### config.mk
export PLATFORM = sky130hd
export DESIGN_NAME = wave_batch_top
export DESIGN_NICKNAME = d
export VERILOG_FILES = /design/src/wave_pkg.sv /design/src/cmd_pkg.sv /design/src/wave_cmd_decode.sv /design/src/trig_wave_gen.sv /design/src/square_wave_gen.sv /design/src/batch_output_stage.sv /design/src/wave_batch_top.sv
export SDC_FILE = /design/constraint.sdc
export NUM_CORES = 1
export LEC_CHECK = 0
export ABC_AREA = 1
export ABC_CLOCK_PERIOD_IN_PS = 6200
export CAP_MARGIN = 20
export CORE_ASPECT_RATIO = 0.5
export CORE_UTILIZATION = 61
export DETAILED_ROUTE_END_ITERATION = 8
export DONT_BUFFER_PORTS = 1
export PLACE_DENSITY = 0.77
export SLEW_MARGIN = 20
export SYNTH_ARGS = -nofsm -noshare
export SYNTH_HDL_FRONTEND = slang
export SYNTH_SLANG_ARGS = --single-unit
### constraint.sdc
create_clock -name clk -period 6.2 [get_ports clk]
set_input_delay 1.24 -clock clk [delete_from_list [all_inputs] [get_ports clk]]
set_output_delay 1.24 -clock clk [all_outputs]
set_load 0.005 [all_outputs]
### src/wave_pkg.sv
package wave_pkg;

	// ------------------------------------------------------------------------
	// sample and batch geometry
	// ------------------------------------------------------------------------
	localparam int sample_width = 16;
	localparam int batch_size   = 4;                        // samples per clock
	localparam int batch_width  = sample_width * batch_size;

	localparam int max_sample   = 32767;                    // top of the wave

	typedef logic [sample_width-1:0] sample_t;
	typedef logic [batch_width-1:0]  batch_t;               // lane 0 is earliest

	// ------------------------------------------------------------------------
	// waveform configuration
	// ------------------------------------------------------------------------
	typedef logic [7:0]  step_t;                            // triangle slope per sample
	typedef logic [11:0] half_period_t;                     // square half period, in batches
	typedef logic [2:0]  atten_t;                           // right shift on every lane

	localparam int default_step        = 1;
	localparam int default_half_period = 1;

endpackage

### src/cmd_pkg.sv
package cmd_pkg;

	// ------------------------------------------------------------------------
	// host command word
	// ------------------------------------------------------------------------
	localparam int cmd_width  = 32;
	localparam int opcode_msb = 31;
	localparam int opcode_lsb = 28;                     // payload sits in the low bits

	typedef logic [cmd_width-1:0] cmd_t;

	typedef enum logic [3:0] {
		op_sel_wave  = 4'd1,                            // payload 2 bits
		op_set_step  = 4'd2,                            // payload 8 bits
		op_set_half  = 4'd3,                            // payload 12 bits
		op_set_atten = 4'd4,                            // payload 3 bits
		op_run       = 4'd5,
		op_stop      = 4'd6
	} opcode_e;

	typedef enum logic [1:0] {
		wave_off = 2'd0,
		wave_tri = 2'd1,
		wave_sq  = 2'd2
	} wave_sel_e;

	localparam logic [1:0] wave_sel_invalid = 2'd3;

endpackage

### src/wave_cmd_decode.sv
`timescale 1ns/1ps

module wave_cmd_decode (
	input  logic                   clk,
	input  logic                   rst,
	input  logic                   cmd_valid,
	input  cmd_pkg::cmd_t          cmd_word,
	output logic                   tri_run,
	output logic                   sq_run,
	output logic                   restart,
	output wave_pkg::step_t        step,
	output wave_pkg::half_period_t half_period,
	output wave_pkg::atten_t       atten,
	output logic                   cmd_err
);
	import wave_pkg::*;
	import cmd_pkg::*;

	opcode_e   opcode;
	wave_sel_e wave_sel;
	logic      run;

	assign opcode = opcode_e'(cmd_word[opcode_msb:opcode_lsb]);

	// only one generator ever sees run
	assign tri_run = run && (wave_sel == wave_tri);
	assign sq_run  = run && (wave_sel == wave_sq);

	// ------------------------------------------------------------------------
	// configuration registers, updated one command per strobe
	// ------------------------------------------------------------------------
	always_ff @(posedge clk) begin
		if (rst) begin
			wave_sel    <= wave_off;
			step        <= step_t'(default_step);
			half_period <= half_period_t'(default_half_period);
			atten       <= '0;
			run         <= 1'b0;
			restart     <= 1'b0;
			cmd_err     <= 1'b0;
		end else begin
			restart <= 1'b0;                            // both are single-cycle pulses
			cmd_err <= 1'b0;
			if (cmd_valid) begin
				case (opcode)
					op_sel_wave: begin
						if (cmd_word[1:0] == wave_sel_invalid)
							cmd_err <= 1'b1;            // select 3 leaves wave_sel alone
						else
							wave_sel <= wave_sel_e'(cmd_word[1:0]);
					end
					op_set_step:  step        <= cmd_word[$bits(step_t)-1:0];
					op_set_half:  half_period <= cmd_word[$bits(half_period_t)-1:0];
					op_set_atten: atten       <= cmd_word[$bits(atten_t)-1:0];
					op_run: begin
						run     <= 1'b1;
						restart <= 1'b1;                // generators go back to phase 0
					end
					op_stop:      run         <= 1'b0;
					default:      cmd_err     <= 1'b1;
				endcase
			end
		end
	end

endmodule

### src/trig_wave_gen.sv
`timescale 1ns/1ps

module trig_wave_gen (
	input  logic             clk,
	input  logic             rst,
	input  logic             run,
	input  logic             restart,
	input  wave_pkg::step_t  step,
	output wave_pkg::batch_t batch,
	output logic             valid
);
	import wave_pkg::*;

	typedef enum logic {dir_rise, dir_fall} dir_e;
	typedef logic signed [sample_width+1:0] calc_t;     // room for over and under range

	dir_e    dir;
	dir_e    cur_dir;
	sample_t start;
	sample_t cur_start;
	calc_t   lane [batch_size];
	calc_t   next_start;
	batch_t  batch_comb;

	// ------------------------------------------------------------------------
	// lane values for the current batch
	// ------------------------------------------------------------------------
	always_comb begin
		cur_start = restart ? '0 : start;               // restart forces phase 0, rising
		cur_dir   = restart ? dir_rise : dir;
		for (int i = 0; i < batch_size; i++) begin
			if (cur_dir == dir_rise)
				lane[i] = calc_t'(cur_start) + calc_t'(i) * calc_t'(step);
			else
				lane[i] = calc_t'(cur_start) - calc_t'(i) * calc_t'(step);
			if (lane[i] < 0)
				batch_comb[i*sample_width +: sample_width] = '0;
			else if (lane[i] > calc_t'(max_sample))
				batch_comb[i*sample_width +: sample_width] = sample_t'(max_sample);
			else
				batch_comb[i*sample_width +: sample_width] = lane[i][sample_width-1:0];
		end
		if (cur_dir == dir_rise)
			next_start = calc_t'(cur_start) + calc_t'(batch_size) * calc_t'(step);
		else
			next_start = calc_t'(cur_start) - calc_t'(batch_size) * calc_t'(step);
	end

	// ------------------------------------------------------------------------
	// batch start and direction FSM
	// ------------------------------------------------------------------------
	always_ff @(posedge clk) begin
		if (rst) begin
			start <= '0;
			dir   <= dir_rise;
			valid <= 1'b0;
		end else begin
			valid <= run;
			if (run) begin
				if (cur_dir == dir_rise && next_start > calc_t'(max_sample)) begin
					start <= sample_t'(max_sample);     // turn at the top
					dir   <= dir_fall;
				end else if (cur_dir == dir_fall && next_start < 0) begin
					start <= '0;                        // turn at the bottom
					dir   <= dir_rise;
				end else begin
					start <= next_start[sample_width-1:0];
					dir   <= cur_dir;
				end
			end else if (restart) begin
				start <= '0;
				dir   <= dir_rise;
			end
		end
	end

	always_ff @(posedge clk) begin
		if (run)
			batch <= batch_comb;
	end

endmodule

### src/square_wave_gen.sv
`timescale 1ns/1ps

module square_wave_gen (
	input  logic                   clk,
	input  logic                   rst,
	input  logic                   run,
	input  logic                   restart,
	input  wave_pkg::half_period_t half_period,
	output wave_pkg::batch_t       batch,
	output logic                   valid
);
	import wave_pkg::*;

	logic                       level;
	logic                       cur_level;
	half_period_t               count;
	half_period_t               cur_count;
	half_period_t               hp_eff;
	logic [$bits(half_period_t):0] count_next;
	batch_t                     batch_comb;

	always_comb begin
		cur_level  = restart ? 1'b1 : level;            // first batch after restart is high
		cur_count  = restart ? '0 : count;
		hp_eff     = (half_period == '0) ? half_period_t'(1) : half_period;
		count_next = {1'b0, cur_count} + 1'b1;
		for (int i = 0; i < batch_size; i++)
			batch_comb[i*sample_width +: sample_width] = cur_level ? sample_t'(max_sample) : '0;
	end

	// ------------------------------------------------------------------------
	// batch counter and level toggle
	// ------------------------------------------------------------------------
	always_ff @(posedge clk) begin
		if (rst) begin
			level <= 1'b1;
			count <= '0;
			valid <= 1'b0;
		end else begin
			valid <= run;
			if (run) begin
				if (count_next >= {1'b0, hp_eff}) begin // also catches a shortened period
					level <= ~cur_level;
					count <= '0;
				end else begin
					level <= cur_level;
					count <= count_next[$bits(half_period_t)-1:0];
				end
			end else if (restart) begin
				level <= 1'b1;
				count <= '0;
			end
		end
	end

	always_ff @(posedge clk) begin
		if (run)
			batch <= batch_comb;
	end

endmodule

### src/batch_output_stage.sv
`timescale 1ns/1ps

module batch_output_stage (
	input  logic             clk,
	input  logic             rst,
	input  wave_pkg::batch_t tri_batch,
	input  logic             tri_valid,
	input  wave_pkg::batch_t sq_batch,
	input  logic             sq_valid,
	input  wave_pkg::atten_t atten,
	output wave_pkg::batch_t batch_out,
	output logic             batch_valid
);
	import wave_pkg::*;

	logic   any_valid;
	batch_t sel_batch;
	batch_t shifted;

	assign any_valid = tri_valid | sq_valid;

	// ------------------------------------------------------------------------
	// select and attenuate per lane
	// ------------------------------------------------------------------------
	always_comb begin
		sel_batch = tri_valid ? tri_batch : sq_batch;   // valids never overlap
		for (int i = 0; i < batch_size; i++)
			shifted[i*sample_width +: sample_width] =
				sel_batch[i*sample_width +: sample_width] >> atten;
	end

	always_ff @(posedge clk) begin
		if (rst) begin
			batch_out   <= '0;
			batch_valid <= 1'b0;
		end else begin
			batch_valid <= any_valid;
			batch_out   <= any_valid ? shifted : '0;   // idle output reads as zero
		end
	end

endmodule

### src/wave_batch_top.sv
`timescale 1ns/1ps

module wave_batch_top (
	input  logic             clk,
	input  logic             rst,
	input  logic             cmd_valid,
	input  cmd_pkg::cmd_t    cmd_word,
	output wave_pkg::batch_t batch_out,
	output logic             batch_valid,
	output logic             cmd_err
);
	import wave_pkg::*;

	logic         tri_run;
	logic         sq_run;
	logic         restart;
	step_t        step;
	half_period_t half_period;
	atten_t       atten;
	batch_t       tri_batch;
	logic         tri_valid;
	batch_t       sq_batch;
	logic         sq_valid;

	// ------------------------------------------------------------------------
	// command decode
	// ------------------------------------------------------------------------
	wave_cmd_decode u_decode (
		.clk         (clk),
		.rst         (rst),
		.cmd_valid   (cmd_valid),
		.cmd_word    (cmd_word),
		.tri_run     (tri_run),
		.sq_run      (sq_run),
		.restart     (restart),
		.step        (step),
		.half_period (half_period),
		.atten       (atten),
		.cmd_err     (cmd_err)
	);

	// ------------------------------------------------------------------------
	// generators, one batch per cycle while running
	// ------------------------------------------------------------------------
	trig_wave_gen u_tri (
		.clk     (clk),
		.rst     (rst),
		.run     (tri_run),
		.restart (restart),
		.step    (step),
		.batch   (tri_batch),
		.valid   (tri_valid)
	);

	square_wave_gen u_sq (
		.clk         (clk),
		.rst         (rst),
		.run         (sq_run),
		.restart     (restart),
		.half_period (half_period),
		.batch       (sq_batch),
		.valid       (sq_valid)
	);

	batch_output_stage u_out (
		.clk         (clk),
		.rst         (rst),
		.tri_batch   (tri_batch),
		.tri_valid   (tri_valid),
		.sq_batch    (sq_batch),
		.sq_valid    (sq_valid),
		.atten       (atten),
		.batch_out   (batch_out),
		.batch_valid (batch_valid)
	);

endmodule

==> metrics.csv, run 1 <==
metric;value;unit
clock-pin slew on the worst setup and hold paths;0.07;ns
VDD IR-drop max;0.000201;V
Synthesis Warnings;0;
post-layout minimum cycle time;4.39;ns
final wirelength;41700;um
XOR/XNOR share of the synthesized area;2.37;%
crit path capture type;flip-flop;
synthesized area;14000;um2
HPWL Detailed;30300;um
pwr/cell area;173;nW/um2
hold buffers post-CTS;0;
Setup CP Type;reg2reg;
flop and latch count out of synthesis;190;
DIE AREA;23600;um2
critical path startpoint category;flip-flop;
PortBufs;0;
Post-Route Setup TNS;0;ns
Initial DRC Count;1614;
TritonCTS Buffers;17;
post-synthesis adder-cell area fraction;9.05;%
worst skew pair latency;0.46;ns
fmax;228;MHz
first-pass GRT wire length;64500;um
All-Layer GR Usage;35.5;%
post-CTS setup buffers;0;
placeable core area;22100;um2
Die W;216;um
Slew HR;32.0;%
Die Span Y;109;um
RSZ-0062 raised after global routing;no;
CP Data Arrival Time;4.61;ns
Fin. Hold Viols;0;
wire length per cell;17.8;um
Worst R2R Setup Slack;1.81;ns
WP buf/inv;6;
MaxCap Viol Count;0;
Syn Area/Cell;6.75;um2
main combinational cell family by area after synthesis;simple AND/OR/NAND/NOR gates;
initial antenna violation count;0;
Crit path largest cell delay;0.56;ns
Layout Area Growth over Synthesis;4.96;%
clock tree buffer depth;2;
cell row count;38;
GPL Wtd Cong;0.975;
HP Class;reg2reg;
Via Count;13700;
Final ANT Viol Nets;0;
crit path max-delay cell type;dfxtp_1;
crit path cell chain;ha_1, fa_1, a21oi_1, o21bai_1, nand2_1, a21oi_1, nor2_1, inv_1, a21oi_1, inv_1, ha_1, inv_1, a21oi_1, inv_1, nor2_1, nand3_1, nor2_1, clkinv_1, nand2_1, inv_1;
setup violators final;0;
CP max FO;9;
leakage power;7.22;nW
layout cells sized above 1;5.74;%
synthesized instance count;2078;
compound-cell area share of the yosys netlist;15.6;%
Worst Clk Skew;0.0135;ns
H-Tree Depth;4;
post-synthesis sequential area ratio;31.8;%
clock root buffer;clkbuf_16;
Worst Path Required;6.42;ns
post-synthesis simple-gate area fraction;31.8;%
final cycle utilization of the critical path;70.9;%
diode count;0;
vias in the first global route;11800;
largest net degree at the start of global routing;78;
Fillers;2037;
total power;0.00255;W
grt ovf;0;
TritonCTS clock tree;done;
CP top delay family;adder cells;
Starting Density;63.4;%
mux contribution to synthesized area;0;%
Yosys cell types;58;
Via density;5.87;
worst-margin pin slew;1.02;ns
DRC errors left;0;
# nets final;2155;
Num Clock Sinks;190;
final number of max-transition violations;0;
Detailed Routing Iterations Pass 1;6;
post-CTS sizing;0;
status;finished clean;
Top Ports;101;
Top cell by count, worst path;inv_1;
## Yosys cell counts, drive strengths merged
library cell	n	area, um2
nand2	595	2330
o31ai	1	7.51
o32ai	4	35.0
a41o	1	10.0
ha	87	1090
a21o	3	22.5
o211ai	9	67.6
o21bai	6	45.0
a31oi	20	125
clkbuf	68	255
and3	1	6.26
edfxtp	65	1950
o21a	1	7.51
and2	3	18.8
xor2	37	324
o22ai	38	238
fa	9	180
clkinv	2	7.51
a31o	1	8.76
or2	5	31.3
conb	1	3.75
nand3b	8	72.6
buf	27	176
inv	230	871
nand4	40	250
nor4	3	25.0
a21oi	154	812
o221ai	1	8.76
o41ai	1	8.76
nor2	202	815
dfxtp	125	2500
nor3	21	133
xnor2	1	8.76
o311ai	1	8.76
a22oi	4	30.0
nand3	154	786
o21ai	149	749
## state kept, by name, summed over array words and instances (netlist names), 2 cells and up
| name | count |
|---|---|
| u_decode.half_period | 12 |
| u_out.batch_out | 64 |
| u_tri.start | 16 |
| u_tri.batch | 64 |
| u_decode.step | 8 |
| u_decode.wave_sel | 2 |
| u_decode.atten | 3 |
| u_sq.count | 12 |
## metal layers
metal	global-route usage (%)	routed length (um)	vias to the layer above
li1	-	-	6761
met1	49.7	18900	6229
met2	51.9	16900	657
met3	10.4	4740	81
met4	12.7	1130	0
met5	0	0	-
## worst reg2reg max path, stage by stage, from the launching register on
cell and delay (ns):
dfxtp_1 0.56, ha_1 0.37, fa_1 0.41, a21oi_1 0.15, o21bai_1 0.10, nand2_1 0.08
a21oi_1 0.08, nor2_1 0.17, inv_1 0.06, a21oi_1 0.20, inv_1 0.07, ha_1 0.43
inv_1 0.12, a21oi_1 0.36, inv_1 0.07, nor2_1 0.13, nand3_1 0.12, nor2_1 0.24
clkinv_1 0.26, nand2_1 0.14, inv_1 0.04
## path summary, 6_finish.rpt
| kind | from | endpoint | cells past startpoint |
|---|---|---|---|
| min | u_decode.half_period[0] | u_decode.half_period[0] | 2 |
| min reg2reg | u_decode.half_period[0] | u_decode.half_period[0] | 2 |
| max reg2reg | u_decode.step[0] | u_tri.batch[53] | 20 |
| max | u_decode.step[0] | u_tri.batch[53] | 20 |
## power breakdown
part	internal, W	switching [W]	total, W
sequential	0.00128	0.00000548	0.00129
clock	0.000576	0.000547	0.00112
combinational	0.0000389	0.0000980	0.000137
total	0.00190	0.000651	0.00255
## cell usage in the layout (no fill, tap or decap), types with 18 or more instances in the layout
cell       netlist  final
nor3_1          18     18
o21ai_0        145    145
buf_4            2     19
xor2_1          37     37
a31oi_1         20     20
nand3_1        151    151
inv_1          218    216
clkbuf_16        0     18
nor2_1         191    190
edfxtp_1        65     65
ha_1            87     87
o22ai_1         38     38
nand4_1         40     40
nand2_1        580    580
dfxtp_1        125    123
a21oi_1        143    143
## layout make-up
cell class	count	area (um2)	area share (%)
well taps	300	375	2.55
repair buffers	19	143	0.969
multi-input cells	1564	8270	56.2
flip-flops and latches	190	4460	30.3
clock buffers	20	478	3.25
clock inverters	12	115	0.782
inverters	232	878	5.97
## through the flow
stage	hold slack [ns]	util [%]	setup slack [ns]	instance area, um2	instances
2_1_floorplan	0.431	-	2.79	14000	2081
3_3_place_gp	0.458	63.9	2.04	14100	2305
3_5_place_dp	0.462	63.9	1.99	14100	2305
4_1_cts	0.475	66.6	1.97	14700	2337
5_1_grt	0.512	66.6	1.38	14700	2337
6_report	0.470	66.6	1.81	14700	2337
## kinds of logic (layout without fill, tap and decap cells)
group / after synthesis / in the layout
and+or+nand+nor: 1032 / 1032
adders and majority gates: 96 / 96
buffers and inverters: 327 / 283
xor gates and xnor gates: 38 / 38
other: 1 / 4
DFF: 190 / 190
AOI/OAI and AO/OA: 394 / 394
Note: power is estimated with default switching activity, not from simulation.
==> inputs of run 2 (changes only) <==
- ABC_AREA: 1 -> 0
- ABC_CLOCK_PERIOD_IN_PS: 6200 -> 4290
- clock period: 6.2 -> 4.29 ns (I/O delays scaled with it)
==> metrics.csv, run 2 <==
metric;value;unit;change
status;finished clean;;unchanged
Via Count;11200;;was 13,700
placeable core area;20800;um2;was 22,100 um2
PortBufs;0;;unchanged
Top cell by count, worst path;a21oi_1;;was inv_1
critical path startpoint category;flip-flop;;unchanged
compound-cell area share of the yosys netlist;23.0;%;was 15.6%
cell taking the most area after synthesis;dfxtp_1;;unchanged
RSZ-0062 raised after global routing;no;;unchanged
Crit path largest cell delay;0.48;ns;was 0.56 ns
CP max FO;10;;was 9
vias in the first global route;10400;;was 11,800
clock root buffer;clkbuf_16;;unchanged
final number of max-transition violations;0;;unchanged
synthesized instance count;1520;;was 2,078
dpl cells;1726;;was 2,305
Net Sw Frac;24.9;%;was 25.5%
post-synthesis simple-gate area fraction;15.7;%;was 31.8%
layout cells sized above 1;8.15;%;was 5.74%
Worst Path Required;4.48;ns;was 6.42 ns
grt ovf;0;;unchanged
Syn Area/Cell;8.66;um2;was 6.75 um2
Clk network pwr share;44.7;%;was 44.1%
diode count;0;;unchanged
VDD IR-drop max;0.000281;V;was 0.000201 V
GPL Wtd Cong;0.926;;was 0.975
crit path capture type;flip-flop;;unchanged
Die Span Y;106;um;was 109 um
post-synthesis adder-cell area fraction;9.64;%;was 9.05%
most frequent cells in the layout;a21oi_1 (159), nor2_1 (136), nand2_1 (123);;was nand2_1 (580), inv_1 (216), nor2_1 (190)
sw power;0.000892;W;was 0.000651 W
Via density;6.39;;was 5.87
Starting Density;63.2;%;was 63.4%
hold_ws;0.465;ns;was 0.470 ns
post-layout minimum cycle time;4.04;ns;was 4.39 ns
setup violators final;0;;unchanged
first-pass GRT wire length;56600;um;was 64,500 um
Num Clock Sinks;190;;unchanged
main combinational cell family by area after synthesis;compound AO/OA/AOI/OAI gates;;was simple AND/OR/NAND/NOR gates
combinational share of power;3.2;%;was 5.4%
pre-CTS setup slack;0.162;ns;was 1.99 ns
final core utilization;67.0;%;was 66.6%
MaxCap Viol Count;0;;unchanged
Top FF cell, synth;dfxtp_1;;unchanged
crit path max-delay cell type;ha_1;;was dfxtp_1
post-synthesis sequential area ratio;33.8;%;was 31.8%
mux contribution to synthesized area;8.45;%;was 0%
DIE AREA;22200;um2;was 23,600 um2
wire length per cell;20.5;um;was 17.8 um
non-filler instance count after layout;1758;;was 2,337
Synthesis Warnings;0;;unchanged
largest net degree at the start of global routing;72;;was 78
fin worst setup slack;0.250;ns;was 1.81 ns
DRC errors left;0;;unchanged
Detailed Routing Iterations Pass 1;6;;unchanged
Setup CP Type;reg2reg;;unchanged
final cycle utilization of the critical path;94.2;%;was 70.9%
final wirelength;36100;um;was 41,700 um
Int Power;0.00269;W;was 0.00190 W
Yosys cell types;83;;was 58
fmax;248;MHz;was 228 MHz
Layout Area Growth over Synthesis;6.09;%;was 4.96%
All-Layer GR Usage;33.1;%;was 35.5%
CP Data Arrival Time;4.23;ns;was 4.61 ns
leakage power;5.87;nW;was 7.22 nW
Top Ports;101;;unchanged
clock tree buffer depth;2;;unchanged
cell row count;37;;was 38
initial antenna violation count;0;;unchanged
TritonCTS clock tree;done;;unchanged
Initial DRC Count;1158;;was 1,614
synthesized area;13200;um2;was 14,000 um2
Worst Clk Skew;0.0190;ns;was 0.0135 ns
Die W;210;um;was 216 um
most common cell in the synthesized netlist;a21oi_1;;was nand2_1
flop and latch count out of synthesis;190;;unchanged
post-CTS setup buffers;0;;unchanged
# nets final;1603;;was 2,155
clock-pin slew on the worst setup and hold paths;0.08;ns;was 0.07 ns
commonest non-fill, non-tap cell in the layout;a21oi_1;;was nand2_1
Synth area leaders;dfxtp_1 (19%), edfxtp_1 (15%), ha_1 (8.3%);;was dfxtp_1 (18%), nand2_1 (16%), edfxtp_1 (14%)
Slew HR;27.4;%;was 32.0%
worst-margin pin slew;1.09;ns;was 1.02 ns
top cells by count, synth;a21oi_1 (159), nor2_1 (138), dfxtp_1 (125);;was nand2_1 (580), inv_1 (218), nor2_1 (191)
Post-Route Setup TNS;0;ns;unchanged
TritonCTS Buffers;17;;unchanged
H-Tree Depth;4;;unchanged
async set-reset flop share out of synthesis;0;%;unchanged
XOR/XNOR share of the synthesized area;3.73;%;was 2.37%
Final ANT Viol Nets;0;;unchanged
pwr/cell area;256;nW/um2;was 173 nW/um2
worst skew pair latency;0.47;ns;was 0.46 ns
share of the synthesized area in the top cell type;19.0;%;was 17.9%
crit path cell chain;buf_4, fa_1, a21oi_1, nor2_1, nor2_1, xnor2_1, ha_1, nor3_1, a221oi_1, a21oi_1, a21oi_1, o21bai_1, buf_4, o22ai_1, mux2i_1, a21oi_1;;was ha_1, fa_1, a21oi_1, o21bai_1, nand2_1, a21oi_1, nor2_1, inv_1, a21oi_1, inv_1, ha_1, inv_1, a21oi_1, inv_1, nor2_1, nand3_1, nor2_1, clkinv_1, nand2_1, inv_1
HP Class;in2reg;;was reg2reg
HPWL Detailed;26800;um;was 30,300 um
Fin. Hold Viols;0;;unchanged
EDFF count, synth;65;;unchanged
Largest regs;u_out.batch_out: 64 flops, u_tri.batch: 64 flops, u_tri.start: 16 flops;;unchanged
Reg power frac;52.1;%;was 50.6%
-- run 2: cell count changes after synthesis, moves of 43 or more --
| cell | before | now |
|---|---|---|
| a211oi_1 | 0 | 43 |
| nand2_1 | 580 | 124 |
| a21o_1 | 3 | 52 |
| nand3_1 | 151 | 29 |
| o21ai_0 | 145 | 47 |
| mux2i_1 | 0 | 104 |
| nor2_1 | 191 | 138 |
| inv_1 | 218 | 68 |
-- run 2: stage by stage --
stage	total power [W]	area [um2]
3_3_place_gp	0.00201	13300
4_1_cts	0.00360	13900
2_1_floorplan	0.00200	13200
6_report	0.00358	14000
3_5_place_dp	0.00202	13300
5_1_grt	0.00368	14000
-- run 2: what timing repair did --
item | in CTS | in global routing
hold buffers | 0 | 0
gates resized for setup | 0 | 6
endpoints found under the setup margin | 0 | 20
-- run 2: layout make-up --
| cell class | instances | area, um2 |
|---|---|---|
| fillers | 1721 | 6870 |
| clock buffers | 17 | 425 |
| repair buffers | 36 | 283 |
| well taps | 273 | 342 |
| multi-input cells | 1156 | 8010 |
| inverters | 71 | 272 |
| clock inverters | 15 | 171 |
| flip-flops and latches | 190 | 4460 |
-- run 2: critical path, delay by kind of cell (launching register included) --
family | cells | cell delay, ns
buf+inv | 2 | 0.37
mux | 1 | 0.25
xor+xnor | 1 | 0.15
flops | 1 | 0.36
simple gates | 3 | 0.39
fa+ha+maj | 2 | 0.94
compound gates | 7 | 1.33
-- run 2: metal layers --
metal	wire length (um)	vias up	GRT usage, %	part of all wire [%]
li1	-	5360	-	-
met1	16300	5314	46.8	45
met2	15500	519	50.1	43
met3	3720	46	7.72	10
met4	569	0	9.49	1.6
met5	0	-	0	0
-- run 2: cell families after synthesis --
family / Yosys count
xor gates and xnor gates: 56
and+or+nand+nor: 437
buffers and inverters: 177
DFF: 190
AOI/OAI and AO/OA: 453
muxes: 110
adders and majority gates: 96
other: 1
-- run 2: path summary, 6_finish.rpt --
| kind | cells after the start | from | endpoint | slack, ns |
|---|---|---|---|---|
| max | 16 | u_decode.step[1] | u_tri.batch[60] | 0.25 |
| min | 1 | rst | u_tri.start[10] | 0.46 |
| max reg2reg | 16 | u_decode.step[1] | u_tri.batch[60] | 0.25 |
| min reg2reg | 2 | u_decode.half_period[9] | u_decode.half_period[9] | 0.47 |
-- run 2: power groups by stage --
stage	clock, W	combinational [W]	sequential, W
after detailed placement	0	0.000110	0.00191
final	0.00160	0.000115	0.00187
after global placement	0	0.000107	0.00191
after floorplan	0	0.0000990	0.00190
after CTS	0.00162	0.000111	0.00186
after global routing	0.00168	0.000125	0.00187
